==> src/design/intra4_pkg.sv <==
// Intra 4x4 luma codec definitions
// Pixel and block geometry, the kept prediction modes and their costs
package intra4_pkg;

    localparam int PIX_W     = 8;
    localparam int MB_SIZE   = 16;
    localparam int SB_SIZE   = 4;
    localparam int NUM_SB    = 16;
    localparam int NUM_MODES = 4;
    localparam int COST_W    = 32;
    localparam int SB_SSE_W  = 20;

    typedef logic [PIX_W-1:0] pixel_t;

    // Pixel (y,x) at index y*4+x, lowest index in the low bits
    typedef logic [SB_SIZE*SB_SIZE*PIX_W-1:0] sb_pixels_t;

    typedef enum logic [1:0] {
        MODE_DC = 2'd0,
        MODE_TM = 2'd1,
        MODE_VE = 2'd2,
        MODE_HE = 2'd3
    } pred_mode_e;

    // Entry 0 is DC
    localparam logic [NUM_MODES-1:0][COST_W-1:0] FIXED_COST = {
        32'd1874, 32'd1723, 32'd1151, 32'd40
    };

    localparam logic [COST_W-1:0] MODE_HEADER_COST = 32'd211;

endpackage
==> src/design/sub_block_counter.sv <==
// Sub-block counter
// Raster index of the current 4x4 sub-block and a flag on the last one
module sub_block_counter (
    input  logic       clk,
    input  logic       rst_n,
    input  logic       clear_i,
    input  logic       step_i,
    output logic [3:0] sb_idx_o,
    output logic       last_o
);

    always_ff @(posedge clk or negedge rst_n) begin
        if (!rst_n) begin
            sb_idx_o <= 4'd0;
        end else if (clear_i) begin
            sb_idx_o <= 4'd0;
        end else if (step_i) begin
            // Wraps to 0 after the last sub-block
            sb_idx_o <= sb_idx_o + 4'd1;
        end
    end

    assign last_o = (sb_idx_o == 4'(intra4_pkg::NUM_SB - 1));

endmodule

==> config.mk <==
export PLATFORM = sky130hd
export DESIGN_NAME = sub_block_counter
export DESIGN_NICKNAME = d
export VERILOG_FILES = /design/src/design/intra4_pkg.sv /design/src/design/sub_block_counter.sv
export SDC_FILE = /design/constraint.sdc
export NUM_CORES = 1
export LEC_CHECK = 0
export BUFFER_PORTS_ARGS = -buffer_cell sky130_fd_sc_hd__buf_4
export CAP_MARGIN = 10
export CELL_PAD_IN_SITES_DETAIL_PLACEMENT = 0
export CELL_PAD_IN_SITES_GLOBAL_PLACEMENT = 2
export CORE_AREA = 2 2 39 41
export DETAILED_ROUTE_END_ITERATION = 10
export DIE_AREA = 0 0 41 43
export HOLD_SLACK_MARGIN = 0.03
export PLACE_DENSITY = 0.49
export SYNTH_ARGS = -nofsm -noshare
export SYNTH_HDL_FRONTEND = slang
export SYNTH_SLANG_ARGS = --single-unit
==> constraint.sdc <==
create_clock -name clk -period 2.05 [get_ports clk]
set_clock_uncertainty 0.1 [all_clocks]
set_input_delay 0.1025 -clock clk [delete_from_list [all_inputs] [get_ports clk]]
set_output_delay 0.1025 -clock clk [all_outputs]
set_load 0.01 [all_outputs]
==> run_results.csv <==
group,metric,value,unit
timing,fmax,726,MHz
routing,drc,0,
setup_path,crit_chain,"ha_1 -> and3_1 -> buf_4",
timing,worst_pin_slew,0.115,ns
place,place_congestion,0.616,
clock_tree,cts.reportedPaths.clkPinSlew,0.04,ns
timing,relSlewSlack,92.1,%
global_routing,grtUsageTotal,6.83,%
layout,layout_commonest_cell,"buf_4",
layout,n_antenna_cell,0,
setup_path,worstSetupStartpointType,"flip-flop",
layout,utilization,23.2,%
logic_synthesis,ys_seq_area_share,50.3,%
timing,final.period_utilization,67.1,%
worst_hold_path,min_path_type,"input pin to flip-flop",
job,cap_violations,0,
global_routing,grt_max_degree,6,
routing,viasPerCell,3.74,
logic_synthesis,yosysUniqueCellTypes,12,
logic_synthesis,synth-warning-count,0,
layout,layout_common_cells,"8 x buf_4, 4 x dfrtp_1, 3 x nor2_1, 3 x clkbuf_4, 2 x dlygate4sd3_1",
routing,wl_per_cell,10.1,µm
die,die_area,0.00176,mm²
power_and_ir_drop,leakage,0.000165,µW
clock_tree,htreeDepth,1,
layout,area_growth,61.6,%
logic_synthesis,syn_inst,17,
die,placeableCoreArea,0.00138,mm²
logic_synthesis,synth_fp_nets,22,
logic_synthesis,ys_seq_elements,4,
worst_hold_path,whs_endpoint,"sb_idx_o[0]$_DFFE_PN0P_",
status,status,"complete, no violations",
global_routing,grt_pass1_wl,752,µm
die,row_count,14,
clock_tree,cts-root-buf,"clkbuf_4",
setup_path,worst_ep_required_time,1.85,ns
die,fp.dieH,43,µm
layout,largestRegisters,"sb_idx_o x4",
setup_path,r2r_cells,3,
layout,layout-drive-gt1-share,43.3,%
layout,largest_reg_flops,4,
logic_synthesis,avgSynthCellArea,11.7,µm²
place,dp_cells,41,
place,placed_area,279,µm²
routing,route.vias.total,172,
setup_path,slowest_delay,0.41,ns
global_routing,grt_overflow,0,
timing,tns,0,ns
clock_tree,clk-insertion-delay-late,0.23,ns
layout,finalNonFillerCells,46,
timing,setup-violations-final,0,
routing,ant_nets,0,
logic_synthesis,synth_top_family_by_area,"simple AND/OR/NAND/NOR gates",
die,die_x,41,µm
setup_path,crit_arrival,1.17,ns
routing,wirelength,464,µm
clock_tree,numClockSinks,4,
setup_path,critPathSlowestCell,"dfrtp_1",
routing,drt-initial-drc-count,6,
logic_synthesis,synth-xor-area-share,4.40,%
timing,slew_viol_final,0,
logic_synthesis,netlist_area,199,µm²
clock_tree,post_cts_buffers,0,
die,io_pins,9,
logic_synthesis,synthAdderAreaFrac,6.29,%
setup_path,r2r_start,"sb_idx_o[0]$_DFFE_PN0P_",
power_and_ir_drop,vdd_drop_max,0.000163,V
global_routing,antenna_found_initial,0,
global_routing,grt_pass1_vias,168,
worst_hold_path,holdPathStages,3,
setup_path,r2r_slack,0.92,ns
layout,final_nets,37,
setup_path,criticalPathCategory,"flip-flop to primary output",
clock_tree,cts.path.max_buffers,2,
logic_synthesis,yosys.area_share.simple,18.9,%
setup_path,crit_start,"sb_idx_o[0]$_DFFE_PN0P_",
worst_hold_path,hp-start,"step_i",
logic_synthesis,synth.area.mux_share,12.6,%
setup_path,r2r-end,"sb_idx_o[2]$_DFFE_PN0P_",
power_and_ir_drop,pwr_density_cell,674,mW/mm²
routing,first_pass_iters,3,
layout,regMostFlops,"sb_idx_o",
place,io_buffers,8,
setup_path,cp-end-kind,"primary output",
setup_path,crit_path_max_fanout,4,
logic_synthesis,synth_compound_area_share,7.55,%
timing,layout_min_cycle_time,1.38,ns
timing,rsz0062_at_grt,"false",
timing,final_hold_viol_count,0,
layout,design_area,322,µm²
clock_tree,cts_made_buffers,3,
clock_tree,tritoncts,"yes",
die,start_util,14.4,%
synthesized netlist by cell type:
library cell  n  area [µm²]
a21bo_2       1        10.0
mux2i_1       1        10.0
nand4_1       1        6.26
ha_1          1        12.5
nor2_1        3        11.3
nand3b_1      1        7.51
nor2b_1       1        6.26
mux2_4        1        15.0
dfrtp_1       4         100
xnor2_1       1        8.76
and3_1        1        6.26
a21oi_1       1        5.00
power by group:
group | switching (µW) | leakage (µW) | internal, µW
logic | 12.6 | 0.0000965 | 17.3
clock network | 32.8 | 0.0000138 | 65.6
registers | 4.97 | 0.0000544 | 83.4
worst max-delay path: cells and delay by family (launching register included):
kind                     cells  cell delay, ns
adder cells (fa/ha/maj)      1            0.25
buffers and inverters        1            0.14
flip-flops                   1            0.41
AND/OR/NAND/NOR              1            0.15
through the flow:
stage | setup WS, ns | hold WS [ns] | total power [µW]
after floorplan | 0.933 | -0.293 | 99.9
after global placement | 0.915 | -0.196 | 117
after detailed placement | 0.913 | -0.196 | 117
after CTS | 0.659 | 0.0679 | 221
after global routing | 0.606 | 0.0888 | 230
final | 0.673 | 0.0644 | 217
layout make-up:
class	count	area, µm²
timing repair buffer	10	80.1
multi-input combinational	13	98.8
fill	151	1060
clock buffer	3	22.5
tap	16	20.0
sequential	4	100
logic make-up (layout without fill, tap and decap cells):
| logic type | after synthesis | after routing |
|---|---|---|
| buf+inv | 0 | 13 |
| fa+ha+maj | 1 | 1 |
| mux | 2 | 2 |
| xor+xnor | 1 | 1 |
| flops | 4 | 4 |
| simple gates | 7 | 7 |
| compound gates | 2 | 2 |
metal layers:
metal,share of wire (%),track usage [%],routed length [µm]
met1,47,9.03,218
met2,40,7.81,187
met3,13,3.14,58
met4,0,6.00,0
met5,0,0,0
repair_timing:
item / 4_1_cts / 5_1_grt
setup endpoints to repair: 0 / 0
resized for setup: 0 / 0
hold endpoints to repair: 7 / 0
hold buffers: 2 / 0
worst max-delay path by stage:
| stage | end | slack, ns | cells after the start |
|---|---|---|---|
| detailed placement | last_o | 0.91 | 3 |
| CTS | last_o | 0.66 | 3 |
| floorplan | sb_idx_o[2]$_DFFE_PN0P_ | 0.93 | 3 |
| finish | last_o | 0.67 | 3 |
| global route | last_o | 0.61 | 3 |
| global placement | last_o | 0.91 | 3 |
(Power assumes the default switching activity.)
