[config.mk]
export PLATFORM = sky130hd
export DESIGN_NAME = pick_intra4_ctrl_flat
export DESIGN_NICKNAME = d
export VERILOG_FILES = /design/src/design/intra4_ctrl_pkg.sv /design/src/design/intra4_pkg.sv /design/src/design/intra4_if.sv /design/src/design/pick_intra4_ctrl.sv /design/src/flat_wrapper.sv
export SDC_FILE = /design/constraint.sdc
export NUM_CORES = 1
export LEC_CHECK = 0
export BUFFER_PORTS_ARGS = -buffer_cell sky130_fd_sc_hd__buf_4
export CAP_MARGIN = 20
export CELL_PAD_IN_SITES_DETAIL_PLACEMENT = 1
export CELL_PAD_IN_SITES_GLOBAL_PLACEMENT = 1
export CORE_MARGIN = 2
export CORE_UTILIZATION = 40
export CTS_CLUSTER_SIZE = 8
export DETAILED_ROUTE_END_ITERATION = 10
export GPL_ROUTABILITY_DRIVEN = 0
export MAX_ROUTING_LAYER = met4
export PLACE_DENSITY_LB_ADDON = 0.1
export SLEW_MARGIN = 20
export SYNTH_ARGS = -nofsm -noshare
export SYNTH_HDL_FRONTEND = slang
export SYNTH_SLANG_ARGS = --single-unit
[constraint.sdc]
create_clock -name clk -period 2.4 [get_ports clk]
set_input_delay 0.48 -clock clk [delete_from_list [all_inputs] [get_ports clk]]
set_output_delay 0.48 -clock clk [all_outputs]
set_load 0.01 [all_outputs]
[src/design/intra4_ctrl_pkg.sv]
// Intra 4x4 sequencing definitions
// States of the macroblock controller
package intra4_ctrl_pkg;

    typedef enum logic [2:0] {
        ST_IDLE,
        ST_LOAD,
        ST_PRED,
        ST_SCORE1,
        ST_SCORE2,
        ST_STORE,
        ST_DONE
    } ctrl_state_e;

endpackage

[src/design/intra4_pkg.sv]
// Intra 4x4 luma codec definitions
// Pixel and block geometry, the kept prediction modes and their costs
package intra4_pkg;

    localparam int PIX_W     = 8;
    localparam int MB_SIZE   = 16;
    localparam int SB_SIZE   = 4;
    localparam int NUM_SB    = 16;
    localparam int NUM_MODES = 4;
    localparam int COST_W    = 32;
    localparam int SB_SSE_W  = 20;

    typedef logic [PIX_W-1:0] pixel_t;

    // Pixel (y,x) at index y*4+x, lowest index in the low bits
    typedef logic [SB_SIZE*SB_SIZE*PIX_W-1:0] sb_pixels_t;

    typedef enum logic [1:0] {
        MODE_DC = 2'd0,
        MODE_TM = 2'd1,
        MODE_VE = 2'd2,
        MODE_HE = 2'd3
    } pred_mode_e;

    // Entry 0 is DC
    localparam logic [NUM_MODES-1:0][COST_W-1:0] FIXED_COST = {
        32'd1874, 32'd1723, 32'd1151, 32'd40
    };

    localparam logic [COST_W-1:0] MODE_HEADER_COST = 32'd211;

endpackage
[src/design/intra4_if.sv]
// Decision bus from the mode scorer
// Valid pulses for one cycle; the payload holds until the next issue
interface decision_if;

    logic                            valid;
    intra4_pkg::pred_mode_e          best_mode;
    logic [intra4_pkg::COST_W-1:0]   best_cost;
    intra4_pkg::sb_pixels_t          best_pixels;

    modport scorer (
        output valid,
        output best_mode,
        output best_cost,
        output best_pixels
    );

    modport ctrl (input valid, input best_cost);

    modport store (input best_mode, input best_pixels);

endinterface

[src/design/pick_intra4_ctrl.sv]
// Intra 4x4 mode decision controller
// Sequences load, predict, score and store over the 16 sub-blocks
// and accumulates the macroblock score
module pick_intra4_ctrl #(
    parameter int LAMBDA_W = 16
) (
    input  logic                          clk,
    input  logic                          rst_n,
    input  logic                          start_i,
    input  logic [LAMBDA_W-1:0]           lambda_i,
    input  logic                          last_i,
    output logic                          clear_o,
    output logic                          step_o,
    output logic                          load_o,
    output logic                          issue_o,
    output logic                          store_o,
    output logic [intra4_pkg::COST_W-1:0] score_o,
    output logic                          done_o,
    decision_if.ctrl                      dec
);

    intra4_ctrl_pkg::ctrl_state_e state;
    intra4_ctrl_pkg::ctrl_state_e state_nxt;

    always_ff @(posedge clk or negedge rst_n) begin
        if (!rst_n) begin
            state <= intra4_ctrl_pkg::ST_IDLE;
        end else begin
            state <= state_nxt;
        end
    end

    always_comb begin
        state_nxt = state;
        case (state)
            intra4_ctrl_pkg::ST_IDLE:   if (start_i) state_nxt = intra4_ctrl_pkg::ST_LOAD;
            intra4_ctrl_pkg::ST_LOAD:   state_nxt = intra4_ctrl_pkg::ST_PRED;
            intra4_ctrl_pkg::ST_PRED:   state_nxt = intra4_ctrl_pkg::ST_SCORE1;
            intra4_ctrl_pkg::ST_SCORE1: state_nxt = intra4_ctrl_pkg::ST_SCORE2;
            intra4_ctrl_pkg::ST_SCORE2: state_nxt = intra4_ctrl_pkg::ST_STORE;
            intra4_ctrl_pkg::ST_STORE: begin
                state_nxt = last_i ? intra4_ctrl_pkg::ST_DONE : intra4_ctrl_pkg::ST_PRED;
            end
            default:                    state_nxt = intra4_ctrl_pkg::ST_IDLE;
        endcase
    end

    // Enables
    assign clear_o = (state == intra4_ctrl_pkg::ST_LOAD);
    assign load_o  = (state == intra4_ctrl_pkg::ST_LOAD);
    assign issue_o = (state == intra4_ctrl_pkg::ST_PRED);
    assign store_o = (state == intra4_ctrl_pkg::ST_STORE);
    assign step_o  = (state == intra4_ctrl_pkg::ST_STORE);

    // ----------------------------------------
    // Score accumulator and done pulse
    // ----------------------------------------
    always_ff @(posedge clk or negedge rst_n) begin
        if (!rst_n) begin
            score_o <= '0;
            done_o  <= 1'b0;
        end else begin
            done_o <= (state == intra4_ctrl_pkg::ST_DONE);
            if (state == intra4_ctrl_pkg::ST_LOAD) begin
                score_o <= intra4_pkg::MODE_HEADER_COST * lambda_i;
            end else if (dec.valid) begin
                score_o <= score_o + dec.best_cost;
            end
        end
    end

endmodule

[src/flat_wrapper.sv]
// flat-port wrapper written by rule: the top's interface ports become plain ports
module pick_intra4_ctrl_flat 
#(
    parameter int LAMBDA_W = 16
)
  (clk, rst_n, start_i, lambda_i, last_i, clear_o, step_o, load_o, issue_o, store_o, score_o, done_o, dec_valid, dec_best_cost);
  decision_if dec_i ();
  input  logic clk;
  input  logic rst_n;
  input  logic start_i;
  input  logic [LAMBDA_W-1:0] lambda_i;
  input  logic last_i;
  output logic clear_o;
  output logic step_o;
  output logic load_o;
  output logic issue_o;
  output logic store_o;
  output logic [intra4_pkg::COST_W-1:0] score_o;
  output logic done_o;
  input wire logic [$bits(dec_i.valid)-1:0] dec_valid;
  input wire logic [$bits(dec_i.best_cost)-1:0] dec_best_cost;
  assign dec_i.valid = dec_valid;
  assign dec_i.best_cost = dec_best_cost;
  pick_intra4_ctrl #(.LAMBDA_W(LAMBDA_W)) u_core (.clk(clk), .rst_n(rst_n), .start_i(start_i), .lambda_i(lambda_i), .last_i(last_i), .clear_o(clear_o), .step_o(step_o), .load_o(load_o), .issue_o(issue_o), .store_o(store_o), .score_o(score_o), .done_o(done_o), .dec(dec_i));
endmodule
==> results of run 1 <==
-- placed cells by master (no fill, tap or decap), types with 4 or more instances in the layout --
master,netlist,layout
dfrtp_1,36,36
clkbuf_16,0,5
o21a_1,8,7
a21oi_2,1,15
inv_2,2,17
xor2_1,15,13
buf_6,0,15
a21o_1,27,27
fa_1,36,32
a211oi_2,1,4
nor2b_1,9,6
mux2i_1,14,14
o22ai_1,6,6
a21oi_4,0,8
nand2b_1,5,4
and3_1,4,4
o21bai_1,7,6
o21ai_0,11,11
nand2_1,47,45
ha_1,89,57
nor3_1,8,7
a21oi_1,72,50
nand3_1,14,14
ha_4,0,31
xnor2_1,25,22
a211oi_1,11,7
fa_2,0,4
inv_1,84,69
nand4_1,9,9
o211ai_1,4,4
o21ai_2,0,4
o21ai_1,21,14
nor2_1,40,38
buf_4,2,258
-- critical path: stages --
cell,delay [ns]
buf_8,0.10
ha_4,0.24
ha_4,0.26
inv_2,0.04
fa_1,0.47
fa_1,0.54
inv_2,0.05
ha_4,0.17
nor2_1,0.15
o21ai_1,0.26
a2111oi_4,0.55
nor3b_4,0.10
or3_4,0.40
a21oi_2,0.15
xnor2_1,0.14
nand2_1,0.10
o21ai_1,0.08
-- per-layer routing --
metal | up-vias | routed length (µm) | track usage, %
met2 | 254 | 13400 | 57.5
met3 | 119 | 953 | 1.80
met1 | 3216 | 9400 | 34.6
li1 | 2891 | - | -
met4 | 0 | 1530 | 13.1
met5 | - | 0 | -
-- per-stage QoR --
stage	power [W]	util (%)	instances	instance area (µm²)	TNS (ns)
2_1_floorplan	0.00634	-	679	6030	-18.83
3_3_place_gp	0.00945	58.3	1087	8060	-28.98
3_5_place_dp	0.00986	58.3	1087	8060	-31.39
4_1_cts	0.0113	62.2	1108	8600	-21.90
5_1_grt	0.0136	64.8	1117	8960	-26.74
6_report	0.0128	64.8	1117	8960	-24.43
-- sequential cells by signal (all words and copies together), names as in the netlist --
name and cells:
u_core.score_o 32, u_core.state 3, u_core.done_o 1
-- final timing paths --
kind / end / cells after the start / from / slack [ns]
hold reg to reg: u_core.state[0] / 1 / u_core.state[1] / 0.54
min in group clk: u_core.state[2] / 4 / last_i / 0.53
hold / removal: u_core.score_o[24] / 1 / rst_n / 0.14
setup reg to reg: u_core.score_o[19] / 10 / u_core.score_o[9] / -0.38
max in group asynchronous: u_core.score_o[20] / 1 / rst_n / 1.87
setup / recovery: u_core.score_o[18] / 17 / lambda_i[0] / -1.70
-- cell type report --
class / instances / area, µm² / area share (%)
Clock buffer: 6 / 129 / 1.44
Clock inverter: 1 / 5.00 / 0.0558
Inverter: 86 / 323 / 3.60
Multi-Input combinational cell: 531 / 5200 / 58.1
Sequential cell: 36 / 901 / 10.1
Tap cell: 180 / 225 / 2.51
Timing Repair Buffer: 277 / 2180 / 24.3
-- Yosys cell counts, drive strengths merged (2+ instances only) --
cell	count	area share (%)
nand2b	5	0.55
o31ai	3	0.40
and3	4	0.44
ha	89	20
or3	3	0.33
nand3	15	1.4
o22ai	6	0.66
nand3b	2	0.27
o21ai	32	2.8
clkbuf	24	1.6
a31oi	3	0.33
o21bai	7	0.93
a21boi	2	0.27
o21a	8	1.1
o221ai	2	0.31
nor3b	4	0.53
fa	36	13
o2111ai	3	0.57
xor2	15	2.3
and2	3	0.33
inv	86	5.7
nor2b	9	1.0
buf	2	0.27
a21oi	73	6.5
nor3	8	0.71
a311oi	3	0.57
a21o	27	3.6
dfrtp	36	16
a211oi	12	1.7
a22oi	2	0.27
o211ai	4	0.53
nand4	9	1.0
xnor2	25	3.9
nor2	40	2.7
a2111o	3	0.60
nand2	47	3.1
or2	2	0.22
mux2i	14	2.5
-- power groups by stage --
stage          Sequential (W)  Combinational (W)  Clock [W]
3_5_place_dp          0.00121            0.00865          0
3_3_place_gp          0.00118            0.00827          0
2_1_floorplan         0.00130            0.00503          0
5_1_grt               0.00126             0.0116   0.000698
4_1_cts               0.00121            0.00945   0.000657
6_report              0.00123             0.0109   0.000669
-- kinds of logic after synthesis --
logic type	after synthesis	synth area share (%)
DFF	36	15.9
buffers and inverters	112	7.56
and+or+nand+nor	155	13.2
xor gates and xnor gates	40	6.19
muxes	14	2.48
AOI/OAI and AO/OA	197	22.2
adders and majority gates	125	32.4
-- what timing repair did --
action,in CTS,in global routing
setup buffers,17,13
gates resized for setup,57,59
pin swaps,61,69
endpoints found under the setup margin,27,27
==> results.toml, run 1 <==
[global_routing]
track_usage_pct = 31.1
overflow = 0
antenna_found_initial = 0
grt_pass1_vias = 6950
grt_pass1_wl_um = 35600
grt_max_degree = 37

[power_and_ir_drop]
power.leakage_nw = 4.35
clkPwrFrac_pct = 5.2
combPwrFrac_pct = 85.2
p_switching_w = 0.00628
max-vdd-ir-drop_mv = 0.473
cellPowerDensity_mw_per_mm2 = 1430
switching_share_pct = 49.1
power.internal_w = 0.00653
seqPwrFrac_pct = 9.6

[sta]
fin_skew_ns = 0.00889
setup_viol = 27
hold_viol = 0
rsz0062_at_grt = "true"
clock.fmax_mhz = 244
layout_min_cycle_time_ns = 4.10
relSlewSlack_pct = 58.2
fin_crit_sh_pct = 171
final.setup.worst_slack_ns = -1.70
slew_violations = 0
tightest_slew_ns = 0.623
fin_hold_ws_ns = 0.140

[die]
die_w_um = 123
start_util_pct = 40.9
ioPinCount = 91
die_area_mm2 = 0.0151
die_y_um = 123
core_region_area_mm2 = 0.0138
rows = 43

[clock_network]
cts_hold_buf = 0
numCtsBuffers = 5
numClockSinks = 36
clockRootBuffer = "clkbuf_16"
clock_path_buffers = 2
path_clk_slew_ns = 0.06
htree_levels = 2
clock_latency_ns = 0.29
cts_tree = "done"

[routing]
via_per_inst = 5.80
wire_per_inst_um = 22.7
drt_pass1_iterations = 5
wl_um = 25300
ant_nets = 0
drt-initial-drc-count = 353
drcViolationCount = 0
via_count = 6480

[outcome]
status = "finished with violations"
violations = "negative setup slack"

[job]
max_cap_violations = 0

[critical_path]
crit_arrival_ns = 4.32
required_ns = 2.62
cp-start-kind = "primary input"
critPathCaptureType = "flop"
cp_max_fo = 4
critical_path_class = "in2reg"

[final_layout]
area_delta_synth_final_pct = 58.4
nNetsFinal = 1115
layout-drive-gt1-share_pct = 43.1
n_antenna_cell = 0
fillers = 1576

[logic_synthesis]
synth_area_per_cell_um2 = 8.33
seq_area_frac_synth_pct = 15.9
ys_ff_latch = 36
synthesis.nets = 857
synth_ff_type = "dfrtp_1"
yosysWarnings = 0
syn_area_mm2 = 0.00566
ys_types = 57
async_flop_share_pct = 100
synth_edf_count = 0
synthCells = 679

[placed_design]
dp_slack_ns = -1.91
post-dp-hpwl_um = 16000
numPortBuffers = 90

[hold_path]
hold_path_class = "in2async"
(Power assumes the default switching activity.)
==> run 2: changes to the inputs <==
- PLACE_DENSITY: default -> 0.88
- PLACE_DENSITY_LB_ADDON: 0.1 -> default
==> results.toml, run 2 (synthesis results as in run 1) <==
[outcome]
status = "finished with violations"
violations = "negative setup slack"

[critical_path]
crit_top_cell = "fa_1"
max_stage_delay_ns = 0.58
cp_slowest_cell = "fa_1"
critPathCaptureType = "flop"
cp_max_fo = 3
required_ns = 2.62
crit_chain = "buf_8 > ha_4 > fa_1 > fa_1 > inv_2 > fa_1 > inv_2 > ha_4 > a21oi_4 > o21ai_4 > a2111oi_4 > nor3b_2 > or3_4 > a21oi_4 > xnor2_2 > nand2_1 > o21ai_1"
critical_path_class = "in2reg"
cp-start-kind = "primary input"
crit_arrival_ns = 4.47

[power_and_ir_drop]
p_switching_w = 0.00738
cellPowerDensity_mw_per_mm2 = 1550
combPwrFrac_pct = 85.8
seqPwrFrac_pct = 9.2
power.leakage_nw = 4.42
clkPwrFrac_pct = 5.0
power.internal_w = 0.00673
max-vdd-ir-drop_mv = 0.536
switching_share_pct = 52.3

[clock_network]
cts_tree = "done"
cts_hold_buf = 0
htree_levels = 2
clock_path_buffers = 2
numCtsBuffers = 5
clock_latency_ns = 0.31
clockRootBuffer = "clkbuf_16"
numClockSinks = 36
path_clk_slew_ns = 0.06

[placed_design]
numPortBuffers = 90
dpl.cell_count = 1091
placed_area_mm2 = 0.00807
post-dp-hpwl_um = 18100

[die]
core_region_area_mm2 = 0.0138
start_util_pct = 40.9
rows = 43
die_area_mm2 = 0.0151
die_y_um = 123
die_w_um = 123
ioPinCount = 91

[sta]
tns_ns = -29.27
relSlewSlack_pct = 60.8
slew_violations = 0
fin_hold_ws_ns = 0.165
setup_viol = 27
tightest_slew_ns = 0.586
clock.fmax_mhz = 235
final.setup.worst_slack_ns = -1.85
fin_crit_sh_pct = 177
rsz0062_at_grt = "true"
fin_skew_ns = 0.0150
layout_min_cycle_time_ns = 4.25
hold_viol = 0

[routing]
via_count = 7342
wl_um = 33700
drt-initial-drc-count = 622
drcViolationCount = 0
drt_pass1_iterations = 5
wire_per_inst_um = 29.9
via_per_inst = 6.51
ant_nets = 0

[global_routing]
grt_pass1_wl_um = 43600
grt_pass1_vias = 7981
track_usage_pct = 39.4
antenna_found_initial = 2
overflow = 0
grt_max_degree = 37

[job]
max_cap_violations = 0

[final_layout]
area_delta_synth_final_pct = 60.7
top_regs = "u_core.score_o x32, u_core.state x3, u_core.done_o x1"
final_common_cell = "buf_4"
postLayoutCoreUtil_pct = 65.8
largest_reg_flops = 32
regMostFlops = "u_core.score_o"
layout-drive-gt1-share_pct = 45.1
fillers = 1530
nNetsFinal = 1123
layout_common_cells = "265 x buf_4, 67 x inv_1, 58 x ha_1"
design_area_mm2 = 0.00909
final-instance-count-excl-fill = 1128

[hold_path]
hold_path_class = "in2async"
[run 2: cell types whose count changed in the layout (fill, tap and decap cells not counted), sizes merged]
cell / change
clkinv: +1
buf: +8
diode: +2
[run 2: worst paths after layout]
| path | endpoint | slack (ns) | cells past startpoint | startpoint |
|---|---|---|---|---|
| min reg2reg | u_core.state[0] | 0.56 | 1 | u_core.state[1] |
| min | u_core.score_o[25] | 0.16 | 1 | rst_n |
| max in group asynchronous | u_core.score_o[4] | 1.83 | 1 | rst_n |
| max reg2reg | u_core.score_o[11] | -0.71 | 11 | u_core.score_o[10] |
| min in group clk | u_core.state[2] | 0.53 | 4 | last_i |
| max | u_core.score_o[18] | -1.85 | 17 | lambda_i[6] |
[run 2: layout make-up]
| class | instances | area, µm² | share of cell area [%] |
|---|---|---|---|
| Tap cell | 180 | 225 | 2.48 |
| Inverter | 86 | 325 | 3.58 |
| Timing Repair Buffer | 285 | 2250 | 24.7 |
| Antenna cell | 2 | 5.00 | 0.0550 |
| Multi-Input combinational cell | 531 | 5240 | 57.6 |
| Clock inverter | 2 | 10.0 | 0.110 |
| Clock buffer | 6 | 139 | 1.53 |
| Sequential cell | 36 | 902 | 9.92 |
[run 2: layer usage]
layer | routed length (µm) | GRT usage, %
met4 | 3740 | 28.2
met1 | 11100 | 38.3
met2 | 16400 | 70.4
met5 | 0 | -
met3 | 2400 | 7.10
[run 2: repair_timing]
action,in CTS,in global routing
pin swaps,76,58
gates resized for setup,87,51
endpoints found under the setup margin,27,27
gates cloned,0,0
buffers inserted,18,13
[run 2: worst max-delay path, delay by kind of cell]
family	cells	cell delay [ns]
fa+ha+maj	5	2.12
compound gates	5	0.87
simple gates	3	0.58
buf+inv	3	0.26
xor+xnor	1	0.14
[run 2: per-stage QoR]
stage                     setup slack, ns  total power, W
final                               -1.85          0.0141
after global routing                -1.91          0.0145
after CTS                           -1.61          0.0119
after detailed placement            -2.01          0.0101
after global placement              -1.81         0.00941
after floorplan                     -1.45         0.00634
[run 2: power by group through the flow]
| stage | sequential [W] | combinational, W | clock [W] |
|---|---|---|---|
| CTS | 0.00121 | 0.00997 | 0.000688 |
| detailed placement | 0.00120 | 0.00893 | 0 |
| global placement | 0.00116 | 0.00824 | 0 |
| global route | 0.00131 | 0.0125 | 0.000737 |
| floorplan | 0.00130 | 0.00503 | 0 |
| finish | 0.00130 | 0.0121 | 0.000712 |
