**config.mk**
```make
export PLATFORM = sky130hd
export DESIGN_NAME = intra4_predictor
export DESIGN_NICKNAME = d
export VERILOG_FILES = /design/src/design/intra4_pkg.sv /design/src/design/intra4_predictor.sv
export SDC_FILE = /design/constraint.sdc
export NUM_CORES = 1
export LEC_CHECK = 0
export ABC_AREA = 0
export BUFFER_PORTS_ARGS = -buffer_cell sky130_fd_sc_hd__buf_2
export CORE_AREA = 10 10 220 222
export DETAILED_ROUTE_END_ITERATION = 16
export DIE_AREA = 0 0 230 232
export GPL_TIMING_DRIVEN = 0
export PLACE_DENSITY = 0.69
export REMOVE_ABC_BUFFERS = 1
export SLEW_MARGIN = 25
export SYNTH_ARGS = -nofsm -noshare
export SYNTH_HDL_FRONTEND = slang
export SYNTH_SLANG_ARGS = --single-unit
```
**constraint.sdc**
```tcl
create_clock -name vclk -period 6.2
set_input_delay 0.93 -clock vclk [all_inputs]
set_output_delay 0.93 -clock vclk [all_outputs]
set_load 0.01 [all_outputs]
```
**src/design/intra4_pkg.sv**
```systemverilog
// Intra 4x4 luma codec definitions
// Pixel and block geometry, the kept prediction modes and their costs
package intra4_pkg;

    localparam int PIX_W     = 8;
    localparam int MB_SIZE   = 16;
    localparam int SB_SIZE   = 4;
    localparam int NUM_SB    = 16;
    localparam int NUM_MODES = 4;
    localparam int COST_W    = 32;
    localparam int SB_SSE_W  = 20;

    typedef logic [PIX_W-1:0] pixel_t;

    // Pixel (y,x) at index y*4+x, lowest index in the low bits
    typedef logic [SB_SIZE*SB_SIZE*PIX_W-1:0] sb_pixels_t;

    typedef enum logic [1:0] {
        MODE_DC = 2'd0,
        MODE_TM = 2'd1,
        MODE_VE = 2'd2,
        MODE_HE = 2'd3
    } pred_mode_e;

    // Entry 0 is DC
    localparam logic [NUM_MODES-1:0][COST_W-1:0] FIXED_COST = {
        32'd1874, 32'd1723, 32'd1151, 32'd40
    };

    localparam logic [COST_W-1:0] MODE_HEADER_COST = 32'd211;

endpackage
```
**src/design/intra4_predictor.sv**
```systemverilog
// Intra 4x4 predictors
// DC, TrueMotion, Vertical and Horizontal from the sub-block neighbours
module intra4_predictor (
    input  logic [31:0]                                             top_i,
    input  logic [31:0]                                             left_i,
    input  intra4_pkg::pixel_t                                      corner_i,
    output intra4_pkg::sb_pixels_t [intra4_pkg::NUM_MODES-1:0]      preds_o
);

    intra4_pkg::pixel_t top [4];
    intra4_pkg::pixel_t left [4];
    logic [10:0]        dc_sum;
    intra4_pkg::pixel_t dc_val;
    logic signed [10:0] tm;

    always_comb begin
        dc_sum = 11'd4;
        for (int i = 0; i < 4; i++) begin
            top[i]  = top_i[i*8 +: 8];
            left[i] = left_i[i*8 +: 8];
            dc_sum  = dc_sum + 11'(top[i]) + 11'(left[i]);
        end
        dc_val = dc_sum[10:3];
    end

    always_comb begin
        tm = '0;
        for (int y = 0; y < 4; y++) begin
            for (int x = 0; x < 4; x++) begin
                preds_o[intra4_pkg::MODE_DC][(y*4+x)*8 +: 8] = dc_val;
                preds_o[intra4_pkg::MODE_VE][(y*4+x)*8 +: 8] = top[x];
                preds_o[intra4_pkg::MODE_HE][(y*4+x)*8 +: 8] = left[y];

                // TrueMotion, clipped to the pixel range
                tm = $signed({3'b000, left[y]}) + $signed({3'b000, top[x]})
                     - $signed({3'b000, corner_i});
                if (tm < 0) begin
                    preds_o[intra4_pkg::MODE_TM][(y*4+x)*8 +: 8] = 8'd0;
                end else if (tm > 255) begin
                    preds_o[intra4_pkg::MODE_TM][(y*4+x)*8 +: 8] = 8'd255;
                end else begin
                    preds_o[intra4_pkg::MODE_TM][(y*4+x)*8 +: 8] = tm[7:0];
                end
            end
        end
    end

endmodule

```
==> results of run 1 <==
power by group through the flow:
stage / combinational, mW / clock (mW) / sequential [mW]
global placement: 7.89 / 0 / 0
global route: 10.0 / 0 / 0
floorplan: 3.37 / 0 / 0
finish: 9.26 / 0.0000000216 / 0
detailed placement: 8.03 / 0 / 0
CTS: 8.96 / 0 / 0
final cells by class:
cell class	count	share of cell area [%]
repair buffers	648	23.0
diodes	1	0.0154
inverters	401	10.1
multi-input cells	1087	62.3
well taps	592	4.56
cell families (layout without fill, tap and decap cells):
group / after synthesis / after routing / synth area share (%)
compound gates: 379 / 379 / 16.3
xor+xnor: 84 / 84 / 5.15
fa+ha+maj: 327 / 327 / 37.7
buf+inv: 784 / 1049 / 30.5
mux: 4 / 4 / 0.280
other cells: 0 / 1 / 0
simple gates: 292 / 293 / 10.2
worst min path at each step:
stage	from	to	slack, ns	cells after the start
finish	top_i[26]	preds_o[314]	2.08	2
global route	top_i[26]	preds_o[378]	2.09	2
CTS	top_i[26]	preds_o[346]	2.08	2
detailed placement	left_i[4]	preds_o[412]	2.10	2
global placement	top_i[19]	preds_o[339]	2.10	2
floorplan	top_i[0]	preds_o[256]	1.86	0
placed cells by master, fill, tap and decap left out, types with 4 or more instances in the layout:
master | synthesis | layout
a31oi_1 | 36 | 35
o21ai_1 | 11 | 11
nand4b_1 | 4 | 4
buf_4 | 376 | 63
nor4_1 | 6 | 6
or3_1 | 4 | 4
clkbuf_4 | 0 | 6
o21ai_0 | 47 | 47
nor3_1 | 22 | 19
xor2_1 | 54 | 53
a211o_1 | 10 | 10
o31a_1 | 8 | 8
o22ai_1 | 9 | 9
nor2b_1 | 39 | 38
buf_6 | 0 | 32
buf_2 | 0 | 538
nand2b_1 | 11 | 11
nand2_1 | 53 | 53
buf_12 | 0 | 5
o21bai_1 | 8 | 8
inv_1 | 401 | 364
maj3_1 | 10 | 10
and2_1 | 9 | 9
nand4_1 | 7 | 7
a211oi_1 | 10 | 9
xnor2_1 | 30 | 27
nand3_1 | 24 | 24
nor2_1 | 88 | 86
fa_1 | 176 | 175
a21o_1 | 23 | 23
ha_1 | 141 | 138
o31ai_1 | 7 | 5
a221oi_1 | 11 | 11
or2_2 | 15 | 14
o21a_1 | 22 | 22
mux2i_1 | 4 | 4
a21oi_1 | 157 | 157
clkinvlp_4 | 0 | 35
routing by layer:
metal | vias up | routed length, um | global-route usage, %
li1 | 6179 | - | -
met1 | 6095 | 24400 | 25.8
met2 | 503 | 27300 | 35.1
met3 | 38 | 4320 | 4.01
met4 | 4 | 811 | 1.87
met5 | - | 29 | 0
what timing repair did:
item | 4_1_cts | 5_1_grt
buffers inserted | 39 | 24
resized for setup | 80 | 45
setup endpoints to repair | 128 | 97
cloned | 1 | 1
pin swaps | 17 | 15
stage by stage:
stage / total power, mW / worst slack (ns)
2_1_floorplan: 3.37 / -2.17
3_3_place_gp: 7.89 / -1.28
3_5_place_dp: 8.03 / -1.02
6_report: 9.26 / -0.0117
4_1_cts: 8.96 / -0.150
5_1_grt: 10.0 / -0.116
==> results.py, run 1 <==
metrics = {
    "power": {
        "p_int_mw": 3.93,
        "swShare_pct": 57.6,
        "pwr-share-clk_pct": 0,
        "p_comb_share_pct": 100.0,
        "p_leak_nw": 8.68,
        "p_per_area_nw_per_um2": 570,
        "seqPwrFrac_pct": 0,
        "p_sw_mw": 5.33,
        "vdd_drop_max_v": 0.00113,
    },
    "timing": {
        "fin_ws_ns": -0.0117,
        "whs_ns": 2.08,
        "drv_slew": 0,
        "finalCriticalPeriod_ns": 6.21,
        "tightest_slew_ns": 0.822,
        "hold_viol_final": 0,
        "fin_crit_sh_pct": 100,
        "setup_viol": 9,
        "relSlewSlack_pct": 45.2,
        "rsz0062_at_grt": "yes",
        "fmax_mhz": 161,
        "finalSetupTns_ns": -0.0689,
    },
    "cells_and_area": {
        "seq_cells": 0,
        "fillCellCount": 4684,
        "syn_to_final_growth_pct": 13.7,
        "stdcell_count": 2729,
        "final_core_util_pct": 37.0,
        "multiInputGateArea_sq_um": 10100,
        "clkbuf_count": 0,
        "register_area_sq_um": 0,
        "design_area_sq_um": 16300,
        "drive_gt1_share_pct": 33.9,
        "fin_nets": 2527,
    },
    "placed_design": {
        "portBuffers": 584,
        "dp_hpwl_um": 46100,
        "placed_cells": 2663,
        "gp_congestion": 0.884,
        "place_area_sq_um": 15200,
    },
    "global_route": {
        "grt_max_degree": 19,
        "grt_overflow": 0,
        "grtUsageTotal_pct": 20.1,
        "antenna_found_initial": 4,
        "grt_pass1_vias": 12500,
        "grt_pass1_wl_um": 80800,
    },
    "routing": {
        "ant_nets": 0,
        "wl_per_cell_um": 20.8,
        "first_pass_iters": 5,
        "vias": 12800,
        "drt_wl_total_um": 56800,
        "route.detailed.drc": 0,
        "first_iter_violations": 679,
        "vias_per_cell": 4.70,
    },
    "critical_path": {
        "crit_slowest_cell": "fa_1",
        "cp_num_buf_inv": 7,
        "path_cells": "clkbuf_4 -> clkinvlp_4 -> fa_1 -> inv_1 -> fa_1 -> fa_1 -> inv_2 -> fa_1 -> inv_1 -> ha_4 -> nor4_4 -> nor3_4 -> o41a_1 -> a31oi_4 -> clkbuf_16 -> buf_6",
        "crit_path_frequent_cell": "fa_1",
        "crit_fanout": 8,
        "critPathMaxStageDelay_ns": 0.56,
        "setup.worst_path.start": "left_i[12]",
        "critPathArrivalTime_ns": 5.28,
        "required_ns": 5.27,
        "cp_top_family": "adder cells",
        "crit_cells": 16,
        "critical_path_class": "in -> out",
        "end_kind": "output pin",
        "endpoint": "preds_o[6]",
        "worst_setup_path_start_kind": "input pin",
    },
    "logic_synthesis": {
        "synthDominantCellAreaShare_pct": 24.6,
        "synthTopCellsByCount": "inv_1, buf_4, fa_1",
        "netlist-cell-type-count": 54,
        "synth_area_per_cell_sq_um": 7.65,
        "syn_inst": 1870,
        "netlist_area_sq_um": 14300,
        "synth.area.top_cells": "fa_1, buf_4, ha_1, inv_1, a21oi_1",
        "synth_warnings": 0,
        "synth.largest_area_cell": "fa_1",
        "yosysMostFrequentCell": "inv_1",
        "ys_seq_area_share_pct": 0,
    },
    "floorplan": {
        "rows": 77,
        "initial_core_util_pct": 32.5,
        "die_h_um": 232,
        "io_pins": 584,
        "die_w_um": 230,
        "die-area_sq_um": 53400,
        "core_area_sq_um": 43900,
    },
    "min_path": {
        "holdCritPathClass": "in -> out",
    },
    "clock_tree": {
        "ctsHoldBuffers": 0,
    },
    "run_status": {
        "status": "finished, violations left",
        "violations": "negative setup slack",
    },
    "job": {
        "maxCapViolCount": 0,
    },
}
Power figures use the tool's default switching activity.
==> run 2: changes to the inputs <==
--- a/config.mk
+++ b/config.mk
@@ -10,6 +10,7 @@
 export CORE_AREA = 10 10 220 222
 export DETAILED_ROUTE_END_ITERATION = 16
 export DIE_AREA = 0 0 230 232
+export GPL_ROUTABILITY_DRIVEN = 0
 export GPL_TIMING_DRIVEN = 0
 export PLACE_DENSITY = 0.69
 export REMOVE_ABC_BUFFERS = 1
==> constraint.sdc (replaced) <==
create_clock -name vclk -period 6.2
set_input_delay 1.55 -clock vclk [all_inputs]
set_output_delay 1.55 -clock vclk [all_outputs]
set_load 0.01 [all_outputs]
==> run 2 against run 1 <==
Against the previous run: the run still ends with negative setup slack left; cell area increased by 2.8%; critical path type unchanged; die area unchanged; non-clock buffer count increased by 9; clock-buffer cell count unchanged; core utilization increased by 1.1 points; critical path depth unchanged; critical endpoint unchanged; hold slack improved by 1.2 ns; power increased by 21%; fmax decreased by 16%; wire length increased by 1.7%; global-route usage about the same.
==> results.py, run 2 (same netlist as run 1, synthesis figures left out) <==
metrics = {
    "critical_path": {
        "end_kind": "output pin",
        "crit_fanout": 8,
        "cp_top_family": "adder cells",
        "worst_setup_path_start_kind": "input pin",
        "critical_path_class": "in -> out",
        "critPathMaxStageDelay_ns": 0.56,
        "cp_num_buf_inv": 7,
        "critPathArrivalTime_ns": 5.88,
        "setup.worst_path.start": "left_i[4]",
        "required_ns": 4.65,
        "crit_path_frequent_cell": "fa_1",
        "crit_slowest_cell": "fa_1",
        "path_cells": "buf_4 -> clkinvlp_4 -> fa_1 -> inv_1 -> fa_1 -> fa_1 -> inv_2 -> fa_1 -> inv_2 -> ha_4 -> nor4_4 -> nor3_4 -> o41a_1 -> a31oi_4 -> clkbuf_16 -> buf_6",
    },
    "min_path": {
        "holdCritPathClass": "in -> out",
        "worstHoldStart": "top_i[26]",
    },
    "floorplan": {
        "initial_core_util_pct": 32.5,
        "rows": 77,
        "io_pins": 584,
        "core_area_sq_um": 43900,
        "die_w_um": 230,
        "die-area_sq_um": 53400,
        "die_h_um": 232,
    },
    "placed_design": {
        "dp_hpwl_um": 46100,
        "portBuffers": 584,
    },
    "power": {
        "p_total_mw": 11.2,
        "pwr-share-clk_pct": 0,
        "p_int_mw": 5.38,
        "seqPwrFrac_pct": 0,
        "swShare_pct": 52.0,
        "vdd_drop_max_v": 0.00125,
        "p_leak_nw": 8.86,
        "p_comb_share_pct": 100.0,
        "p_per_area_nw_per_um2": 671,
        "p_sw_mw": 5.83,
    },
    "clock_tree": {
        "ctsHoldBuffers": 0,
    },
    "global_route": {
        "antenna_found_initial": 3,
        "grt_max_degree": 19,
        "grt_pass1_vias": 12500,
        "grt_pass1_wl_um": 80800,
        "grt_overflow": 0,
        "grtUsageTotal_pct": 20.0,
    },
    "timing": {
        "fmax_mhz": 135,
        "hold_viol_final": 0,
        "finalCriticalPeriod_ns": 7.43,
        "rsz0062_at_grt": "yes",
        "tightest_slew_ns": 0.830,
        "setup_viol": 129,
        "relSlewSlack_pct": 44.7,
        "finalSetupTns_ns": -131.78,
        "fin_ws_ns": -1.23,
        "drv_slew": 0,
        "fin_crit_sh_pct": 120,
    },
    "cells_and_area": {
        "layout_common_cells": "buf_2, inv_1, fa_1",
        "register_area_sq_um": 0,
        "layout_commonest_cell": "buf_2",
        "drive_gt1_share_pct": 34.9,
        "syn_to_final_growth_pct": 16.9,
        "clkbuf_count": 0,
        "fin_nets": 2536,
        "seq_cells": 0,
    },
    "routing": {
        "first_iter_violations": 670,
        "ant_nets": 0,
        "wl_per_cell_um": 21.1,
        "vias": 12900,
        "vias_per_cell": 4.71,
        "drt_wl_total_um": 57800,
        "first_pass_iters": 5,
        "route.detailed.drc": 0,
    },
    "job": {
        "maxCapViolCount": 0,
    },
    "run_status": {
        "violations": "negative setup slack",
        "status": "finished, violations left",
    },
}
[run 2: cell types whose count changed in the layout (fill, tap and decap cells not counted), sizes merged]
cell / previous run / this run
buf: 641 / 650
[run 2: cell type report]
type / count / area [sq um]
Inverter: 401 / 1640
Antenna cell: 1 / 2.50
Timing Repair Buffer: 657 / 4100
Tap cell: 592 / 741
Fill cell: 4645 / 27200
Multi-Input combinational cell: 1087 / 10200
[run 2: timing repair]
| item | 4_1_cts | 5_1_grt |
|---|---|---|
| setup endpoints to repair | 161 | 173 |
| gates cloned | 1 | 3 |
| pin swaps | 19 | 24 |
| resized for setup | 80 | 118 |
| setup buffers | 40 | 31 |
[run 2: path summary, 6_finish.rpt]
| check | cells after the start | to | slack [ns] |
|---|---|---|---|
| setup / recovery | 16 | preds_o[6] | -1.23 |
| hold / removal | 2 | preds_o[314] | 3.32 |
[run 2: metrics by stage]
stage,setup slack (ns),utilization (%),hold WS [ns],instances,instance area [sq um]
after floorplan,-3.41,-,3.10,1487,11400
after global placement,-2.52,34.4,3.34,2663,15100
after detailed placement,-2.26,34.5,3.34,2663,15200
after CTS,-1.39,36.1,3.32,2704,15800
after global routing,-1.35,38.0,3.33,2737,16700
final,-1.23,38.0,3.32,2738,16700
[run 2: routing by layer]
layer / track usage, % / wire length (um) / vias to the layer above
li1: - / - / 6188
met1: 25.8 / 24800 / 6157
met2: 35.1 / 27800 / 501
met3: 4.01 / 4240 / 40
met4: 1.87 / 830 / 2
met5: 0 / 11 / -
[run 2: power by group through the flow]
| stage | logic, mW | registers, mW | clock network [mW] |
|---|---|---|---|
| after CTS | 8.94 | 0 | 0 |
| after global routing | 12.0 | 0 | 0 |
| after detailed placement | 8.03 | 0 | 0 |
| final | 11.2 | 0 | 0.0000000216 |
| after floorplan | 3.37 | 0 | 0 |
| after global placement | 7.89 | 0 | 0 |
==> run 3: changes to the inputs <==
--- a/config.mk
+++ b/config.mk
@@ -7,14 +7,15 @@
 export LEC_CHECK = 0
 export ABC_AREA = 0
 export BUFFER_PORTS_ARGS = -buffer_cell sky130_fd_sc_hd__buf_2
-export CORE_AREA = 10 10 220 222
+export CORE_AREA = 10 10 222 224
 export DETAILED_ROUTE_END_ITERATION = 16
-export DIE_AREA = 0 0 230 232
+export DIE_AREA = 0 0 232 234
 export GPL_ROUTABILITY_DRIVEN = 0
 export GPL_TIMING_DRIVEN = 0
-export PLACE_DENSITY = 0.69
+export PLACE_DENSITY = 0.66
 export REMOVE_ABC_BUFFERS = 1
 export SLEW_MARGIN = 25
 export SYNTH_ARGS = -nofsm -noshare
 export SYNTH_HDL_FRONTEND = slang
 export SYNTH_SLANG_ARGS = --single-unit
+export TNS_END_PERCENT = 50
==> constraint.sdc (replaced) <==
create_clock -name vclk -period 7.7
set_input_delay 1.155 -clock vclk [all_inputs]
set_output_delay 1.155 -clock vclk [all_outputs]
set_load 0.01 [all_outputs]
==> run 3 against run 2 <==
Against the previous run: the run now ends clean; global-route usage fell by 0.82 points; clock-buffer cell count unchanged; setup slack improved by 1.5 ns; die area increased by 1.7%; via count down 0.71%; critical path depth stayed put; cell area down 8.7%; combinational power decreased by 42%; first-iteration DRC count down 3.1%; core utilization is 4.1 points lower; largest power group unchanged.
==> results.py, run 3 (same netlist as run 1, synthesis figures left out) <==
metrics = {
    "run_status": {
        "status": "finished, final reports clean",
    },
    "routing": {
        "vias": 12800,
        "ant_nets": 0,
        "wl_per_cell_um": 21.0,
        "vias_per_cell": 4.77,
        "first_iter_violations": 649,
        "drt_wl_total_um": 56300,
        "first_pass_iters": 5,
        "route.detailed.drc": 0,
    },
    "timing": {
        "finalCriticalPeriod_ns": 7.44,
        "rsz0062_at_grt": "no",
        "fin_crit_sh_pct": 96.7,
        "whs_ns": 2.55,
        "hold_viol_final": 0,
        "fmax_mhz": 134,
        "setup_viol": 0,
        "relSlewSlack_pct": 35.9,
        "drv_slew": 0,
        "tightest_slew_ns": 0.958,
        "fin_ws_ns": 0.255,
    },
    "power": {
        "seqPwrFrac_pct": 0,
        "pwr-share-clk_pct": 0,
        "swShare_pct": 62.0,
        "vdd_drop_max_v": 0.000962,
        "p_per_area_nw_per_um2": 428,
        "p_leak_nw": 8.46,
        "p_int_mw": 2.48,
        "p_sw_mw": 4.04,
        "p_comb_share_pct": 100.0,
    },
    "floorplan": {
        "io_pins": 584,
        "die_h_um": 234,
        "die_w_um": 232,
        "die-area_sq_um": 54300,
        "initial_core_util_pct": 31.9,
        "core_area_sq_um": 44900,
        "rows": 78,
    },
    "global_route": {
        "antenna_found_initial": 1,
        "grt_pass1_vias": 12600,
        "grt_pass1_wl_um": 78700,
        "grt_overflow": 0,
        "grtUsageTotal_pct": 19.2,
        "grt_max_degree": 19,
    },
    "placed_design": {
        "pre_cts_ws_ns": 0.0948,
        "portBuffers": 584,
        "dp_hpwl_um": 47400,
    },
    "critical_path": {
        "critPathArrivalTime_ns": 6.29,
        "critical_path_class": "in -> out",
        "crit_slowest_cell": "inv_1",
        "required_ns": 6.55,
        "crit_fanout": 14,
        "end_kind": "output pin",
        "worst_setup_path_start_kind": "input pin",
        "path_cells": "buf_2 -> inv_1 -> fa_1 -> inv_1 -> fa_1 -> fa_1 -> inv_1 -> fa_1 -> inv_1 -> ha_1 -> nor4_2 -> nor3_1 -> o41a_1 -> a31oi_2 -> buf_4 -> buf_2",
        "critPathMaxStageDelay_ns": 0.68,
    },
    "min_path": {
        "holdCritPathClass": "in -> out",
    },
    "cells_and_area": {
        "syn_to_final_growth_pct": 6.68,
        "seq_cells": 0,
        "layout_common_cells": "buf_2, inv_1, fa_1",
        "fin_nets": 2472,
        "clkbuf_count": 0,
        "layout_commonest_cell": "buf_2",
        "register_area_sq_um": 0,
        "drive_gt1_share_pct": 29.9,
    },
    "job": {
        "maxCapViolCount": 0,
    },
}
## run 3: cell types whose count changed in the layout (fill, tap and decap cells not counted), moves of 4 or more
cell / change
nor2_1: +5
a31oi_1: +4
clkbuf_4: -4
buf_4: -64
inv_1: +36
buf_2: +84
buf_6: -65
nor2_4: -4
clkinvlp_4: -33
buf_12: -8
## run 3: critical path, delay by kind of cell
kind | cells | cell delay [ns]
AOI/OAI and AO/OA | 2 | 0.74
buffers and inverters | 7 | 1.42
adders and majority gates | 5 | 2.27
and+or+nand+nor | 2 | 0.65
## run 3: path summary, 6_finish.rpt
path | startpoint | end | slack [ns] | cells after the start
worst max-delay path | top_i[28] | preds_o[22] | 0.26 | 16
worst min-delay path | top_i[22] | preds_o[310] | 2.55 | 2
## run 3: metrics by stage
step           cells  instance area, sq um  utilization [%]  setup TNS [ns]  power, mW
2_1_floorplan   1487                 11400                -          -38.27       2.91
3_3_place_gp    2671                 15100             33.7          -17.01       6.43
3_5_place_dp    2675                 15200             33.8               0       6.63
4_1_cts         2675                 15200             33.8               0       6.65
5_1_grt         2681                 15300             34.0               0       7.11
6_report        2682                 15300             34.0               0       6.52
## run 3: final cells by class
class / count / area, sq um
diodes: 1 / 2.50
fillers: 4766 / 29600
inverters: 401 / 1510
multi-input cells: 1086 / 9990
well taps: 600 / 751
repair buffers: 594 / 3000
## run 3: power groups by stage
stage / Combinational [mW] / Clock [mW] / Sequential, mW
after floorplan: 2.91 / 0 / 0
after global placement: 6.43 / 0 / 0
after detailed placement: 6.63 / 0 / 0
after CTS: 6.65 / 0 / 0
after global routing: 7.11 / 0 / 0
final: 6.52 / 0.0000000174 / 0
## run 3: what timing repair did
action	in CTS	in global routing
resized for setup	0	2
setup buffers	0	6
hold endpoints to repair	0	0
setup endpoints to repair	0	14
hold buffers	0	0
## run 3: per-layer routing
layer  vias up  wire length, um  GRT usage [%]
met5         -                0              0
met4         0              702           2.37
met3        29             3970           3.07
met2       541            27400           34.3
met1      6164            24300           24.5
li1       6062                -              -
